===== src/hw/cpu_pkg.sv =====
package cpu_pkg;

  // Values line up with the AXI size encoding
  typedef enum logic [1:0] {
    size_byte = 2'd0,
    size_half = 2'd1,
    size_word = 2'd2
  } access_size_t;

  localparam int idle_bit = 0;
  localparam int ar_bit = 1;
  localparam int r_bit = 2;
  localparam int aw_bit = 3;
  localparam int w_bit = 4;
  localparam int b_bit = 5;

  // One-hot master states
  typedef enum logic [5:0] {
    idle = 6'b1 << idle_bit,
    ar   = 6'b1 << ar_bit,
    r    = 6'b1 << r_bit,
    aw   = 6'b1 << aw_bit,
    w    = 6'b1 << w_bit,
    b    = 6'b1 << b_bit
  } master_state_t;

  localparam int sram_words = 256;

endpackage


===== src/hw/axi_pkg.sv =====
package axi_pkg;

  localparam int addr_bits = 32;
  localparam int data_bits = 32;
  localparam int strb_bits = data_bits / 8;
  localparam int len_bits = 8;
  localparam int size_bits = 3;
  localparam int burst_bits = 2;
  localparam int resp_bits = 2;

  typedef logic [addr_bits-1:0] addr_t;
  typedef logic [data_bits-1:0] data_t;
  typedef logic [strb_bits-1:0] strb_t;
  typedef logic [len_bits-1:0] len_t;
  typedef logic [size_bits-1:0] size_t;
  typedef logic [burst_bits-1:0] burst_t;
  typedef logic [resp_bits-1:0] resp_t;

  localparam burst_t burst_incr = 2'b01;
  localparam resp_t resp_okay = 2'b00;

  // Address channels share one layout
  typedef struct packed {
    logic   id;
    addr_t  addr;
    len_t   len;
    size_t  size;
    burst_t burst;
  } axi_ar_t;

  typedef struct packed {
    logic   id;
    addr_t  addr;
    len_t   len;
    size_t  size;
    burst_t burst;
  } axi_aw_t;

  typedef struct packed {
    data_t data;
    strb_t strb;
    logic  last;
  } axi_w_t;

  typedef struct packed {
    logic  id;
    resp_t resp;
  } axi_b_t;

  typedef struct packed {
    logic  id;
    data_t data;
    resp_t resp;
    logic  last;
  } axi_r_t;

  // Master to slave
  typedef struct packed {
    axi_aw_t aw;
    logic    aw_valid;
    axi_w_t  w;
    logic    w_valid;
    logic    b_ready;
    axi_ar_t ar;
    logic    ar_valid;
    logic    r_ready;
  } axi_req_t;

  // Slave to master
  typedef struct packed {
    logic   aw_ready;
    logic   w_ready;
    axi_b_t b;
    logic   b_valid;
    logic   ar_ready;
    axi_r_t r;
    logic   r_valid;
  } axi_rsp_t;

endpackage

===== src/hw/axi_master.sv =====
module axi_master (
  input  logic                  clk,
  input  logic                  rstn,
  input  logic                  access_request,
  input  logic                  write,
  input  cpu_pkg::access_size_t size,
  input  axi_pkg::data_t        data_in,
  input  axi_pkg::addr_t        addr,
  output axi_pkg::data_t        data_out,
  output logic                  stall,
  output axi_pkg::axi_req_t     bus_req,
  input  axi_pkg::axi_rsp_t     bus_rsp
);
  import axi_pkg::*;
  import cpu_pkg::*;

  master_state_t state;
  master_state_t state_next;
  addr_t         addr_r;
  data_t         wdata_r;
  strb_t         wstrb_r;
  access_size_t  size_r;
  data_t         rdata_r;
  logic [1:0]    lane;
  data_t         wdata_lanes;
  strb_t         wstrb_lanes;
  logic          start;
  logic          aw_hs;
  logic          w_hs;
  logic          b_hs;
  logic          ar_hs;
  logic          r_hs;

  // Handshakes taken from state bits, not from bus_req
  assign aw_hs = state[aw_bit] & bus_rsp.aw_ready;
  assign w_hs  = (state[w_bit] | aw_hs) & bus_rsp.w_ready;
  assign b_hs  = (state[w_bit] | state[b_bit]) & bus_rsp.b_valid;
  assign ar_hs = state[ar_bit] & bus_rsp.ar_ready;
  assign r_hs  = state[r_bit] & bus_rsp.r_valid;

  assign start = state[idle_bit] & access_request;

  // Access done in the R or B handshake cycle
  assign stall = access_request & ~(r_hs | b_hs);

  assign data_out = r_hs ? bus_rsp.r.data : rdata_r;

  // Lane placement, misaligned accesses rounded down
  always_comb begin
    case (size)
      size_byte: begin
        lane        = addr[1:0];
        wdata_lanes = {(strb_bits){data_in[7:0]}};
        wstrb_lanes = strb_t'(1) << addr[1:0];
      end
      size_half: begin
        lane        = {addr[1], 1'b0};
        wdata_lanes = {(strb_bits / 2){data_in[15:0]}};
        wstrb_lanes = strb_t'(3) << {addr[1], 1'b0};
      end
      default: begin
        lane        = 2'b00;
        wdata_lanes = data_in;
        wstrb_lanes = '1;
      end
    endcase
  end

  always_ff @(posedge clk) begin
    if (start) begin
      addr_r  <= {addr[addr_bits-1:2], lane};
      wdata_r <= wdata_lanes;
      wstrb_r <= wstrb_lanes;
      size_r  <= size;
    end
  end

  always_ff @(posedge clk or negedge rstn) begin
    if (!rstn) begin
      rdata_r <= '0;
    end else if (r_hs) begin
      rdata_r <= bus_rsp.r.data;
    end
  end

  always_ff @(posedge clk or negedge rstn) begin
    if (!rstn) begin
      state <= idle;
    end else begin
      state <= state_next;
    end
  end

  always_comb begin
    state_next = idle;
    case (1'b1)
      state[idle_bit]: state_next = !access_request ? idle : (write ? aw : ar);
      state[ar_bit]:   state_next = ar_hs ? r : ar;
      state[r_bit]:    state_next = r_hs ? idle : r;
      state[aw_bit]:   state_next = aw_hs ? (w_hs ? b : w) : aw;
      state[w_bit]:    state_next = w_hs ? (b_hs ? idle : b) : w;
      state[b_bit]:    state_next = b_hs ? idle : b;
      default:         state_next = idle;
    endcase
  end

  always_comb begin
    bus_req = '0;
    bus_req.aw.addr  = addr_r;
    bus_req.aw.len   = '0;
    bus_req.aw.size  = size_t'(size_r);
    bus_req.aw.burst = burst_incr;
    bus_req.w.data   = wdata_r;
    bus_req.w.strb   = wstrb_r;
    bus_req.w.last   = 1'b1;
    bus_req.ar.addr  = addr_r;
    bus_req.ar.len   = '0;
    bus_req.ar.size  = size_t'(size_r);
    bus_req.ar.burst = burst_incr;
    bus_req.aw_valid = state[aw_bit];
    // W may go out together with the AW handshake
    bus_req.w_valid  = state[w_bit] | aw_hs;
    bus_req.b_ready  = state[w_bit] | state[b_bit];
    bus_req.ar_valid = state[ar_bit];
    bus_req.r_ready  = state[r_bit];
  end

  state_onehot: assert property (@(posedge clk) disable iff (!rstn) $onehot(state));

  aw_valid_held: assert property (@(posedge clk) disable iff (!rstn)
    bus_req.aw_valid && !bus_rsp.aw_ready |=> bus_req.aw_valid);

  ar_valid_held: assert property (@(posedge clk) disable iff (!rstn)
    bus_req.ar_valid && !bus_rsp.ar_ready |=> bus_req.ar_valid);

endmodule


===== config.mk =====
export PLATFORM = sky130hd
export DESIGN_NAME = axi_master
export DESIGN_NICKNAME = d
export VERILOG_FILES = /design/src/hw/cpu_pkg.sv /design/src/hw/axi_pkg.sv /design/src/hw/axi_master.sv
export SDC_FILE = /design/constraint.sdc
export NUM_CORES = 1
export LEC_CHECK = 0
export ABC_AREA = 1
export BUFFER_PORTS_ARGS = -buffer_cell sky130_fd_sc_hd__buf_2
export CAP_MARGIN = 10
export CORE_MARGIN = 1
export CORE_UTILIZATION = 40
export CTS_BUF_LIST = sky130_fd_sc_hd__clkbuf_8
export DETAILED_ROUTE_END_ITERATION = 10
export PLACE_DENSITY = 0.76
export REMOVE_ABC_BUFFERS = 1
export SLEW_MARGIN = 0
export SYNTH_ARGS = -nofsm -noshare
export SYNTH_HDL_FRONTEND = slang
export SYNTH_SLANG_ARGS = --single-unit

===== constraint.sdc =====
create_clock -name clk -period 3.1 [get_ports clk]
set_input_delay 0.62 -clock clk [delete_from_list [all_inputs] [get_ports clk]]
set_output_delay 0.62 -clock clk [all_outputs]
set_load 0.02 [all_outputs]

* After elaboration in Yosys (flattened, before gate mapping) *
Index checks and enable logic that the tools add are counted.

cells by class
  eq/ne operators = 1
  shift-type cells = 2
  mux-type cells = 18
  bitwise logic cells = 11
  reduce and logical (&&, ||, !) cells = 1

operators with widths
  cell                                                  count
  one-hot mux 32 bit (2 select lines)                   1
  two-way mux 6 bit                                     10
  two-way mux 32 bit                                    1
  two-way mux 4 bit                                     2
  one-hot mux 4 bit (2 select lines)                    1
  AND 1 bit                                             7
  two-way mux 3 bit                                     2
  one-hot mux 2 bit (2 select lines)                    1
  << shifter 1 x 2 -> 4 bit (first input constant)      1
  << shifter 2 x 2 -> 4 bit (first input constant)      1
  OR 1 bit                                              3
  equality test 2 x 1 -> 1 bit (second input constant)  1
  logical NOT 2 bit                                     1
  NOT 1 bit                                             1

word-level totals
  bits in registers = 108
  input port bits = 114
  output and inout bits = 167

* Longest topological paths before layout *
  depth in word-level cells = 9
  gate-level depth with buffers = 8
  mapped depth without buffers = 8

* Worst setup path before layout *
OpenSTA, ideal clock, no wires.

  path type = input to register
  start = input port access_request
  end = register addr_r[0] (enable)
  library setup time = 0.425 ns
  data arrival time = 2.051 ns
  data required time = 2.675 ns
  setup slack = 0.624 ns
  stages on the path = 2
  buffers on the path = 0
  cells stage by stage = nand2_1 -> inv_1

on the way
  cells in the longest elaborated chain, start to end = 1

ends and longest elaborated chain
  item                  RTL line          text
  from (decl)           axi_master.sv:4   input logic access_request,
  AND 1 bit             axi_master.sv:41  assign start = state[idle_bit] & access_request;
  net start             axi_master.sv:27  logic start;
  to (signal assigned)  axi_master.sv:71  addr_r <= {addr[addr_bits-1:2], lane};
  to (decl)             axi_master.sv:19  addr_t addr_r;

The timed path passes the listed nets, and every way through them passes these cells.
A chain may end at the register's enable or synchronous reset.

* Worst setup path in the final report *
  start = register state[2]
  end = output port data_out[7]

on the way
  cells in the longest elaborated chain, start to end = 2

ends and longest elaborated chain
  item                    RTL line          text
  from (decl)             axi_master.sv:17  master_state_t state;
  from (signal assigned)  axi_master.sv:88  state <= idle;
  from (signal assigned)  axi_master.sv:90  state <= state_next;
  AND 1 bit               axi_master.sv:39  assign r_hs = state[r_bit] & bus_rsp.r_valid;
  two-way mux 32 bit      axi_master.sv:46  assign data_out = r_hs ? bus_rsp.r.data : rdata_r;
  to (decl)               axi_master.sv:9   output axi_pkg::data_t data_out,

Every way passes these cells.

==> impl_metrics.tcl <==
set metrics [dict create \
    status "completed" \
    dr_wl_met2_mm 5.76 \
    first_pass_iters 4 \
    drc 0 \
    critical_path.most_common_cell "nand2_1" \
    first_global_vias 3142 \
    die_w_um 108 \
    via_per_inst 4.47 \
    avgSynthCellArea_sq_um 11.5 \
    arrival_ns 1.67 \
    antenna_found_initial 1 \
    setup_viol 0 \
    path_buf_inv 2 \
    yosys.area_share.simple_pct 15.0 \
    synth_top_area_share_pct 46.5 \
    worst_clock_skew_ns 0.00661 \
    final_hold_viol_count 0 \
    cts_buffers 9 \
    grt_usage_pct 17.8 \
    tns_ns 0 \
    top_level_ports 281 \
    synthAdderAreaFrac_pct 0 \
    maxSlewHeadroom_pct 43.0 \
    drive_above_1_share_pct 45.5 \
    tritoncts "yes" \
    regToRegSetupSlack_ns 1.65 \
    multi_input_area_sq_um 931 \
    ys_seq_elements 108 \
    cap_violations 0 \
    overflow 0 \
    path_delay_family "buffers and inverters" \
    critPathLaunchType "flip-flop" \
    cp_slowest_cell "dfrtp_1" \
    finalNonFillerCells 753 \
    cts_buffer_depth 2 \
    drt-initial-drc-count 138 \
    drt_wl_total_mm 10.6 \
    fmax_mhz 436 \
    rsz0062_at_grt "no" \
    wl_met3_um 832 \
    postCtsHoldBufs 0 \
    clock-sinks 108 \
    post-synth-top-count-cell "nand2_1" \
    grt_max_degree 72 \
    dpl.hpwl_mm 7.95 \
    synth-compound-area-share_pct 3.51 \
    crit_fanout 34 \
    critPathKind "flip-flop to primary output" \
    highest_layer "met5" \
    grt_pass1_wl_mm 15.7 \
    synth-seq-area-share_pct 67.5 \
    finalCritPeriodShare_pct 74.0 \
    synth_xor_area_share_pct 0 \
    area_growth_pct 25.6 \
    regToRegStartpoint "state[0]$_DFF_PN1_" \
    regArea_sq_um 3050 \
    wl_per_cell_um 14.1 \
    clock-root-buffer "clkbuf_8" \
    yosys-top-cells-area "edfxtp_1 (46%), dfrtp_1 (20%), nand2_1 (13%), buf_4 (10%), inv_1 (1.4%)" \
    finalPower_mw 4.60 \
    synthCells 394 \
    wl_met1_mm 3.85 \
    synth_cell_type_count 26 \
    post_cts_resized 0 \
    ys_warn_count 0 \
    muxShareOfSynthArea_pct 0 \
    fill_cells 997 \
    dieArea_sq_um 11700 \
    gp_congestion 0.728 \
    cp.required_ns 2.48 \
    num_vias 3364 \
    worst_setup_path_end_kind "primary output" \
    syn_area_sq_um 4520 \
    yosysTopAreaCell "edfxtp_1" \
    worst_slew_pin_slew_ns 0.856 \
    rows 38 \
    coreArea_sq_um 10900 \
    synthArstFlopShare_pct 35.2 \
    port_buffers 248 \
    final_net_count 722 \
    startpoint "state[2]$_DFF_PN0_" \
    synth_top_family_by_area "simple AND/OR/NAND/NOR gates" \
    diodes 0 \
    vdd_drop_max_mv 0.432 \
    p_leak_nw 2.91 \
    die_y_um 108 \
    slowest_delay_ns 0.45 \
    cts.clk_slew.worst_paths_ns 0.10 \
    synth-main-ff-cell "edfxtp_1" \
    post_cts_buffers 0 \
    antenna_left 0 \
    synth_common_cells "nand2_1 (151), edfxtp_1 (70), buf_4 (62)" \
    synth-edff-count 70 \
    rr_worst_depth 3 \
    place_inst 737 \
    initial_core_util_pct 41.4 \
    fin_crit_ns 2.29 \
    maxSlewViolCount 0 \
    crit_chain "nand2_2, buf_4, nand2_1, nand2_1, buf_2" \
    hold_path_class "input pin to async pin" \
    clkLatencyLatePin_ns 0.36 \
    htree_levels 3 \
    timing.rr.end "wdata_r[16]$_DFFE_PP_" \
    power_density_nw_per_um2 809 \
]
## stage by stage
step / area, sq um / hold slack [ns] / setup WS, ns / util [%]
after global routing: 5680 / 0.393 / 0.681 / 52.0
after detailed placement: 5510 / 0.458 / 0.965 / 50.4
after global placement: 5510 / 0.454 / 0.996 / 50.4
after CTS: 5680 / 0.368 / 0.783 / 52.0
final: 5680 / 0.353 / 0.806 / 52.0
after floorplan: 4060 / 0.324 / 0.624 / -
## report_power, final
group | leakage (nW) | internal, mW | switching [mW] | total [mW]
registers | 1.14 | 1.96 | 0.128 | 2.09
clock network | 0.0884 | 0.298 | 0.479 | 0.777
logic | 1.68 | 0.509 | 1.23 | 1.74
total | 2.91 | 2.76 | 1.83 | 4.60
## area by class of cell
class / instances / share of cell area (%)
Inverter: 19 / 1.30
Clock buffer: 9 / 2.18
Timing Repair Buffer: 251 / 22.5
Clock inverter: 7 / 0.859
Multi-Input combinational cell: 219 / 16.4
Tap cell: 140 / 3.08
Sequential cell: 108 / 53.7
## logic make-up after synthesis
family	after synthesis
AO/OA/AOI/OAI	25
buffers and inverters	90
flip-flops	108
other	2
AND/OR/NAND/NOR	169
## registers in the layout, summed over array words and instances, names as in the netlist
name and cells:
addr_r 32, rdata_r 32, wdata_r 32, state 6, wstrb_r 4, size_r 2
## layout by cell type, fill, tap and decap left out, types with 2 or more instances in the layout
cell type,synthesis,layout
nand3_1,2,2
nand2_1,151,151
clkbuf_8,0,9
a21oi_1,4,4
o211ai_1,8,8
inv_6,0,4
nor2_4,3,3
buf_4,62,2
conb_1,2,25
dfrtp_1,37,37
o21ai_0,10,10
inv_1,17,16
inv_2,1,2
nor3_1,2,2
edfxtp_1,70,70
nand2_2,2,2
buf_2,3,248
nor2_1,6,6
## layer usage
layer	track usage [%]	up-vias
met3	5.06	14
met2	32.0	159
met1	19.4	1573
li1	-	1616
met4	7.82	2
met5	0	-
## worst max path at each step
stage / slack (ns) / endpoint / cells past startpoint
after floorplan: 0.62 / addr_r[0]$_DFFE_PP_ / 2
after global placement: 1.0 / data_out[7] / 6
after detailed placement: 0.96 / data_out[10] / 6
after CTS: 0.78 / data_out[7] / 5
after global routing: 0.68 / data_out[27] / 5
final: 0.81 / data_out[7] / 5
Note: power is estimated with default switching activity, not from simulation.
