**config.mk**
```make
export PLATFORM = sky130hd
export DESIGN_NAME = axi_arbiter
export DESIGN_NICKNAME = d
export VERILOG_FILES = /design/src/hw/axi_pkg.sv /design/src/hw/axi_arbiter.sv
export SDC_FILE = /design/constraint.sdc
export NUM_CORES = 1
export LEC_CHECK = 0
export ABC_AREA = 1
export ABC_CLOCK_PERIOD_IN_PS = 1000
export BUFFER_PORTS_ARGS = -buffer_cell sky130_fd_sc_hd__buf_2
export CAP_MARGIN = 5
export CORE_AREA = 4 4 205 207
export DETAILED_ROUTE_END_ITERATION = 12
export DIE_AREA = 0 0 209 211
export PLACE_DENSITY = 0.41
export SLEW_MARGIN = 15
export SYNTH_ARGS = -nofsm -noshare
export SYNTH_HDL_FRONTEND = slang
export SYNTH_SLANG_ARGS = --single-unit
```
**constraint.sdc**
```tcl
create_clock -name clk -period 1 [get_ports clk]
set_input_delay 0.1 -clock clk [delete_from_list [all_inputs] [get_ports clk]]
set_output_delay 0.1 -clock clk [all_outputs]
set_load 0.005 [all_outputs]
```
**src/hw/axi_pkg.sv**
```systemverilog
package axi_pkg;

  localparam int addr_bits = 32;
  localparam int data_bits = 32;
  localparam int strb_bits = data_bits / 8;
  localparam int len_bits = 8;
  localparam int size_bits = 3;
  localparam int burst_bits = 2;
  localparam int resp_bits = 2;

  typedef logic [addr_bits-1:0] addr_t;
  typedef logic [data_bits-1:0] data_t;
  typedef logic [strb_bits-1:0] strb_t;
  typedef logic [len_bits-1:0] len_t;
  typedef logic [size_bits-1:0] size_t;
  typedef logic [burst_bits-1:0] burst_t;
  typedef logic [resp_bits-1:0] resp_t;

  localparam burst_t burst_incr = 2'b01;
  localparam resp_t resp_okay = 2'b00;

  // Address channels share one layout
  typedef struct packed {
    logic   id;
    addr_t  addr;
    len_t   len;
    size_t  size;
    burst_t burst;
  } axi_ar_t;

  typedef struct packed {
    logic   id;
    addr_t  addr;
    len_t   len;
    size_t  size;
    burst_t burst;
  } axi_aw_t;

  typedef struct packed {
    data_t data;
    strb_t strb;
    logic  last;
  } axi_w_t;

  typedef struct packed {
    logic  id;
    resp_t resp;
  } axi_b_t;

  typedef struct packed {
    logic  id;
    data_t data;
    resp_t resp;
    logic  last;
  } axi_r_t;

  // Master to slave
  typedef struct packed {
    axi_aw_t aw;
    logic    aw_valid;
    axi_w_t  w;
    logic    w_valid;
    logic    b_ready;
    axi_ar_t ar;
    logic    ar_valid;
    logic    r_ready;
  } axi_req_t;

  // Slave to master
  typedef struct packed {
    logic   aw_ready;
    logic   w_ready;
    axi_b_t b;
    logic   b_valid;
    logic   ar_ready;
    axi_r_t r;
    logic   r_valid;
  } axi_rsp_t;

endpackage
```
**src/hw/axi_arbiter.sv**
```systemverilog
module axi_arbiter (
  input  logic              clk,
  input  logic              rstn,
  input  axi_pkg::axi_req_t m_req [2],
  output axi_pkg::axi_rsp_t m_rsp [2],
  output axi_pkg::axi_req_t s_req,
  input  axi_pkg::axi_rsp_t s_rsp
);
  import axi_pkg::*;

  logic       locked;
  logic       grant;
  logic       rr_ptr;
  logic       sel;
  logic [1:0] req_any;
  logic       release_grant;

  assign req_any[0] = m_req[0].aw_valid | m_req[0].ar_valid;
  assign req_any[1] = m_req[1].aw_valid | m_req[1].ar_valid;

  // Pointer side first, the other one if it is quiet
  assign sel = req_any[rr_ptr] ? rr_ptr : ~rr_ptr;

  assign release_grant = locked &
                         ((s_rsp.b_valid & m_req[grant].b_ready) |
                          (s_rsp.r_valid & m_req[grant].r_ready));

  always_ff @(posedge clk or negedge rstn) begin
    if (!rstn) begin
      locked <= 1'b0;
      grant  <= 1'b0;
      rr_ptr <= 1'b0;
    end else if (!locked) begin
      if (|req_any) begin
        locked <= 1'b1;
        grant  <= sel;
      end
    end else if (release_grant) begin
      locked <= 1'b0;
      rr_ptr <= ~grant;
    end
  end

  always_comb begin
    s_req = '0;
    if (locked) begin
      s_req       = m_req[grant];
      s_req.aw.id = grant;
      s_req.ar.id = grant;
    end
  end

  // Readies only to the granted side, responses steered by ID
  always_comb begin
    for (int i = 0; i < 2; i++) begin
      m_rsp[i]   = '0;
      m_rsp[i].b = s_rsp.b;
      m_rsp[i].r = s_rsp.r;
      if (locked && grant == i[0]) begin
        m_rsp[i].aw_ready = s_rsp.aw_ready;
        m_rsp[i].w_ready  = s_rsp.w_ready;
        m_rsp[i].ar_ready = s_rsp.ar_ready;
      end
      m_rsp[i].b_valid = s_rsp.b_valid && s_rsp.b.id == i[0];
      m_rsp[i].r_valid = s_rsp.r_valid && s_rsp.r.id == i[0];
    end
  end

  grant_held: assert property (@(posedge clk) disable iff (!rstn)
    locked && !release_grant |=> locked && $stable(grant));

  b_id_match: assert property (@(posedge clk) disable iff (!rstn)
    s_rsp.b_valid |-> locked && s_rsp.b.id == grant);

  r_id_match: assert property (@(posedge clk) disable iff (!rstn)
    s_rsp.r_valid |-> locked && s_rsp.r.id == grant);

endmodule

```
### Word-level counts from Yosys, hierarchy flattened

Index checks and enable logic that the tools add are counted.

* mux-type cells: 14
* reductions and logical operators: 9
* bitwise logic cells: 12
* magnitude comparators: 2

Operators with widths (count)
* 133-bit two-way mux: 3
* 134-bit two-way mux: 1
* 1-bit two-way mux: 8
* 1-bit logical AND: 6
* 1-bit NOT: 5
* 2-bit two-way mux: 2
* 2-bit AND reduction: 2
* 1-bit AND: 3
* 1-bit OR: 3
* 2-bit >= comparator, second input constant: 1
* 1-bit by 2-bit < comparator with 1-bit output, second input constant: 1
* 1-bit NOT with 2-bit output: 1
* 2-bit OR reduction: 1

* output and inout bits: 222
* word-level logic and storage cells: 40
* register bits: 3

### Depth between registers and ports, before layout

Gate-level depths: netlist of the first run.

* depth in word-level cells: 9
* mapped depth: 7

### Worst setup path after synthesis of the first run

No wires, ideal clock.

* kind: reg-to-output
* from: register grant
* to: output port s_req[120] (netlist name)
* arrival time: 1018 ps
* buffers on the path: 2
* slack: -118 ps
* cell stages (with the launch flop): 6
* cells stage by stage: dfrtp_1 > inv_2 > buf_2 > buf_2 > nand3_1 > nand2_1

RTL lines
* start, declared: RTL line axi_arbiter.sv:12 `logic grant;`
* start signal, assigned: RTL line axi_arbiter.sv:36 `grant <= sel;`
* end, declared: RTL line axi_arbiter.sv:6 `output axi_pkg::axi_req_t s_req,`

==> results of run 1 <==
flip-flops by register name, indices dropped and copies added (netlist names):
signal	flops
grant	1
locked	1
rr_ptr	1
worst max-delay path, stage by stage (launching register included):
cell,delay (ps)
dfrtp_4,500
buf_8,170
buf_12,140
buf_16,140
nand3_1,80
nand2_1,70
buf_2,130
cell type report:
type,count,area (um2)
multi-input combinational,425,1920
inverter,12,60.1
tap,532,666
fill,4774,34700
antenna,2,5.00
sequential,3,80.1
timing repair buffer,466,2880
clock buffer,4,78.8
per-layer routing:
layer	part of all wire	GRT usage	up-vias
met5	0.0016	0	-
met4	0.049	0.0468	4
met3	0.097	0.0177	52
met2	0.48	0.141	343
met1	0.37	0.0824	2151
li1	-	-	2400
stage by stage:
stage | utilization | setup slack [ps] | hold slack, ps | area, um2 | setup TNS, ps
after floorplan | - | -55.9 | -196 | 2820 | -6060
after global placement | 0.122 | -363 | -97.3 | 4920 | -37970
after detailed placement | 0.122 | -387 | -98.3 | 4920 | -39860
after CTS | 0.133 | -550 | 200 | 5370 | -71990
after global routing | 0.141 | -606 | 200 | 5690 | -78070
final | 0.141 | -553 | 200 | 5690 | -69480
worst paths after layout:
path                       slack, ps       from  depth (start not counted)         to
min reg2reg                      540     rr_ptr                          2     rr_ptr
min                              200  s_rsp[18]                          0  m_rsp[18]
min in group asynchronous        210       rstn                          2     rr_ptr
max reg2reg                     -340      grant                          8     rr_ptr
max                             -550     locked                          6  s_req[32]
max in group asynchronous        670       rstn                          2     locked
synthesized netlist by cell type, types with 2 or more instances:
cell,n
buf_1,11
buf_2,19
buf_4,81
buf_6,9
clkbuf_1,2
dfrtp_1,3
inv_1,10
inv_2,2
nand2_1,274
nand3_1,134
nor2_1,11
kinds of logic after synthesis:
kind of cell	count (synthesis)	share of synthesized area
AOI/OAI and AO/OA	4	0.00864
buffers and inverters	134	0.327
DFF	3	0.0273
and+or+nand+nor	421	0.637
power by group:
part / internal (mW) / switching, mW / total [mW]
Clock: 0.526 / 0.111 / 0.637
Combinational: 6.23 / 7.22 / 13.4
Sequential: 0.202 / 0.0984 / 0.300
what timing repair did:
action | in CTS | in global routing
hold endpoints to repair | 3 | 0
buffers inserted | 7 | 9
endpoints found under the setup margin | 143 | 143
pin swaps | 2 | 8
hold buffers | 1 | 0
gates cloned | 6 | 8
resized for setup | 37 | 32
==> results by group, run 1 <==
Run status
  – Status: complete, but fails checks
  – Failing checks: negative setup slack

Die
  – Core Rows: 74
  – Core Area: 40,400 um2
  – Initial Utilization: 0.0681
  – IO Pins: 536
  – DIE AREA: 44,100 um2
  – Die width: 209 um
  – Die H: 211 um

Route
  – Antenna-violating nets left: 0
  – DRC viols: 0
  – Initial DRC count: 162
  – Total number of vias: 4,950
  – Vias/cell: 3.43
  – Post-DR wirelength/cell: 15.0 um
  – First-pass DRT Iterations: 4
  – Routed WL: 21,700 um

Placed design
  – RD Place Congestion: 0.917
  – Post-DP HPWL: 14,600 um
  – Port buffer count: 420
  – Placed insts: 1,412

Setup path
  – WP data arrival: 1450 ps
  – CP Max Fanout: 9
  – Critical path type: flop to output port
  – CP required: 900 ps
  – Startpoint types: flop
  – CP Capture Type: output port

Layout
  – Area grow syn2layout: 107%
  – Layout cells sized above 1: 0.553
  – Leading cell type in the layout, fill and taps excluded: buf_2
  – Nets@finish: 1,225
  – Non-filler cells, final: 1,444
  – Most frequent cells in the layout: buf_2, nand2_1, nand3_1

Synthesis
  – Post-Syn Area: 2750 um2
  – Synth area leader: nand2_1
  – Average cell area after synthesis: 4.89 um2
  – Main synth FF type: dfrtp_1
  – Library cells used by synthesis: 17
  – Synth top area share: 0.374
  – Top cells by area, synth: nand2_1, nand3_1, buf_4, buf_6, buf_2
  – Mapped Cells: 562
  – Post-synth EDFFs: 0
  – Net Count, Synth: 876
  – Sequential area share after synthesis: 0.0273
  – Synth async-reset ratio: 1.00
  – Syn. warnings: 0
  – Synthesized flop and latch total: 3

STA
  – Clock Skew: 0.122 ps
  – RSZ-0062 raised after global routing: yes
  – Worst-Margin Slew: 355 ps
  – Setup violators final: 143
  – Highest clock rate: 0.644 GHz
  – Final hold violations: 0
  – Setup ws final: -553 ps
  – Rel. slew slack: 0.763
  – Final min period: 1550 ps
  – Crit share post-route: 1.55
  – Max-slew violation count: 0

Clocking
  – CTS max path bufs: 2
  – Num CTS Buffers: 3
  – Clk_lat worst skew: 220 ps
  – CTS tree: built
  – Reg clk slew, reported paths: 30 ps
  – CTS Sinks: 3
  – CTS Root Buffer Type: clkbuf_16
  – # H-tree levels: 1

Global route
  – Grt ovf: 0
  – Antenna violations before repair: 4
  – Total GRT Usage: 0.0777
  – First-pass GRT wire length: 26,900 um
  – Vias in the first global route: 4,837
  – Pin count of the biggest net entering global routing: 68

Hold path
  – Min-Delay Path Class: primary input to output port

Power and ir drop
  – Static Leakage: 3.48 nW
  – Peak supply drop: 1.07 mV
  – PwrDens: 2530 nW/um2
  – Design Power: 14.4 mW

Flow run
  – Total of max-cap violations: 0
(Power assumes the default switching activity.)
==> inputs of run 2 (changes only) <==
CELL_PAD_IN_SITES_DETAIL_PLACEMENT = 0   (was not set)
CELL_PAD_IN_SITES_GLOBAL_PLACEMENT = 1   (was not set)
CORE_AREA = 4 4 209 211   (was 4 4 205 207)
DIE_AREA = 0 0 213 215   (was 0 0 209 211)
PLACE_DENSITY = 0.59   (was 0.41)
==> results by group, run 2 (synthesized netlist as in run 1, its figures left out) <==
Run status
  – Status: complete, but fails checks
  – Failing checks: negative setup slack

STA
  – Hold Slack: 200 ps (unchanged)
  – Final hold violations: 0 (unchanged)
  – Highest clock rate: 0.646 GHz (+0.30%)
  – Setup TNS: -70,980 ps (-1500 ps)
  – RSZ-0062 raised after global routing: yes
  – Setup ws final: -549 ps (+4.61 ps)
  – Clock Skew: 3.89 ps (+3.77 ps)
  – Max-slew violation count: 0 (unchanged)
  – Worst-Margin Slew: 210 ps (-144 ps)
  – Final min period: 1550 ps (-4.61 ps)
  – Rel. slew slack: 0.859 (+0.0959)
  – Crit share post-route: 1.55 (-0.00461)
  – Setup violators final: 143 (unchanged)

Layout
  – Final Cell Area: 5780 um2 (+1.5%)
  – Nets@finish: 1,249 (+2.0%)
  – # diodes: 0 (-2)
  – Fill cells: 4,885 (+2.3%)
  – Core Util, Final: 0.138 (-0.00260)
  – Leading cell type in the layout, fill and taps excluded: buf_2
  – Top Registers: grant (1), locked (1), rr_ptr (1)
  – Layout cells sized above 1: 0.559 (+0.00614)
  – Area grow syn2layout: 110%
  – Most frequent cells in the layout: buf_2, nand2_1, nand3_1

Route
  – Initial DRC count: 147 (-9.3%)
  – First-pass DRT Iterations: 4 (unchanged)
  – Routed WL: 20,500 um (-5.6%)
  – Vias/cell: 3.36 (-2.0%)
  – Post-DR wirelength/cell: 13.9 um (-7.5%)
  – Total number of vias: 4,948 (-0.040%)
  – Antenna-violating nets left: 0 (unchanged)
  – DRC viols: 0 (unchanged)

Clocking
  – Reg clk slew, reported paths: 30 ps (about the same)
  – CTS tree: built
  – CTS max path bufs: 2 (unchanged)
  – Clk_lat worst skew: 230 ps (about the same)
  – Num CTS Buffers: 3 (unchanged)
  – CTS Root Buffer Type: clkbuf_16
  – # H-tree levels: 1 (unchanged)
  – CTS Sinks: 3 (unchanged)

Global route
  – Pin count of the biggest net entering global routing: 55 (-19%)
  – First-pass GRT wire length: 27,000 um (+0.54%)
  – Vias in the first global route: 4,825 (-0.25%)
  – Total GRT Usage: 0.0777 (about the same)
  – Antenna violations before repair: 1 (-3)
  – Grt ovf: 0 (unchanged)

Power and ir drop
  – Static Leakage: 3.58 nW (+3.0%)
  – Combinational share of power: 0.937 (+0.002)
  – P_sw: 7.05 mW (-5.1%)
  – Flop pwr share: 0.019 (-0.002)
  – Net Sw Frac: 0.488 (-0.0290)
  – Internal: 7.41 mW (+6.6%)
  – Peak supply drop: 0.993 mV (-7.0%)
  – Clk pwr share: 0.044 (about the same)
  – PwrDens: 2500 nW/um2 (-0.96%)
  – Design Power: 14.5 mW (+0.57%)

Die
  – Core Area: 41,800 um2 (+3.4%)
  – IO Pins: 536 (unchanged)
  – Core Rows: 75 (+1.4%)
  – Initial Utilization: 0.0659 (-0.00227)
  – Die H: 215 um (+1.9%)
  – Die width: 213 um (+1.9%)
  – DIE AREA: 45,800 um2 (+3.8%)

Flow run
  – Total of max-cap violations: 0 (unchanged)

Setup path
  – WP data arrival: 1450 ps (about the same)
  – CP Capture Type: output port
  – Worst R2R Path Depth: 7 (-1)
  – Startpoint types: flop
  – Critical path type: flop to output port
  – CP required: 900 ps (about the same)
  – CP Max Fanout: 16 (+7)

Placed design
  – Cell Area, Placed: 5240 um2 (+6.4%)
  – RD Place Congestion: 0.797 (-13%)
  – Post-DP HPWL: 15,900 um (+8.7%)
  – Port buffer count: 420 (unchanged)

Hold path
  – Min-Delay Path Class: primary input to async pin
-- run 2: cell types whose count changed in the layout (fill, tap and decap cells not counted), moves of 2 or more --
cell       previous run  this run
buf_16                8         3
nor2_4                4         0
clkbuf_16             9         4
diode_2               2         0
buf_6                 5        11
nand3_2               6         1
buf_4                16        40
nor2_1                7        10
nand3_1             127       133
buf_12               10        13
bufbuf_16             0         4
buf_8                 2         0
nand2_2              15        17
nand2_1             257       255
-- run 2: final timing paths --
| kind | start | end | slack (ps) |
|---|---|---|---|
| max in group asynchronous | rstn | locked | 670 |
| worst max-delay path | locked | s_req[103] | -550 |
| worst min-delay path | rstn | grant | 200 |
| min in group clk | s_rsp[2] | m_rsp[2] | 200 |
| worst max register to register | locked | grant | -320 |
| worst min register to register | rr_ptr | rr_ptr | 540 |
-- run 2: power by group through the flow --
stage / clock network [mW] / logic [mW] / registers (mW)
6_report: 0.635 / 13.6 / 0.278
5_1_grt: 0.659 / 14.9 / 0.286
4_1_cts: 0.644 / 13.6 / 0.278
3_5_place_dp: 0 / 11.5 / 0.257
3_3_place_gp: 0 / 11.6 / 0.259
2_1_floorplan: 0 / 5.91 / 0.233
-- run 2: metrics by stage --
| step | worst slack (ps) | instances |
|---|---|---|
| 6_report | -549 | 1473 |
| 5_1_grt | -596 | 1473 |
| 4_1_cts | -576 | 1472 |
| 3_5_place_dp | -363 | 1453 |
| 3_3_place_gp | -367 | 1453 |
| 2_1_floorplan | -55.9 | 562 |
-- run 2: cell type report --
class                           count  area (um2)  share of cell area
Inverter                           12        57.6             0.00996
Multi-Input combinational cell    425        1870               0.323
Clock buffer                        4        78.8              0.0136
Timing Repair Buffer              490        3020               0.523
Sequential cell                     3        80.1              0.0139
Tap cell                          539         674               0.117
-- run 2: what timing repair did --
item | 4_1_cts | 5_1_grt
pin swaps | 2 | 0
endpoints found under the hold margin | 3 | 0
hold buffers | 1 | 0
endpoints found under the setup margin | 143 | 143
cloned | 6 | 1
resized for setup | 43 | 8
buffers inserted | 10 | 0
-- run 2: critical path: stages, from the launching register on --
cell and delay [ps]:
dfrtp_4 490, nand2_4 100, inv_8 60, buf_12 140, buf_12 150, nand2_1 70
nand2_1 70, buf_2 130
-- run 2: metal layers --
layer / GRT usage / part of all wire / routed length, um / vias up
met5: 0 / 0.00063 / 13 / -
met4: 0.0427 / 0.058 / 1190 / 2
met3: 0.0152 / 0.088 / 1810 / 52
met2: 0.148 / 0.49 / 9990 / 349
met1: 0.0777 / 0.37 / 7480 / 2101
li1: - / - / - / 2444
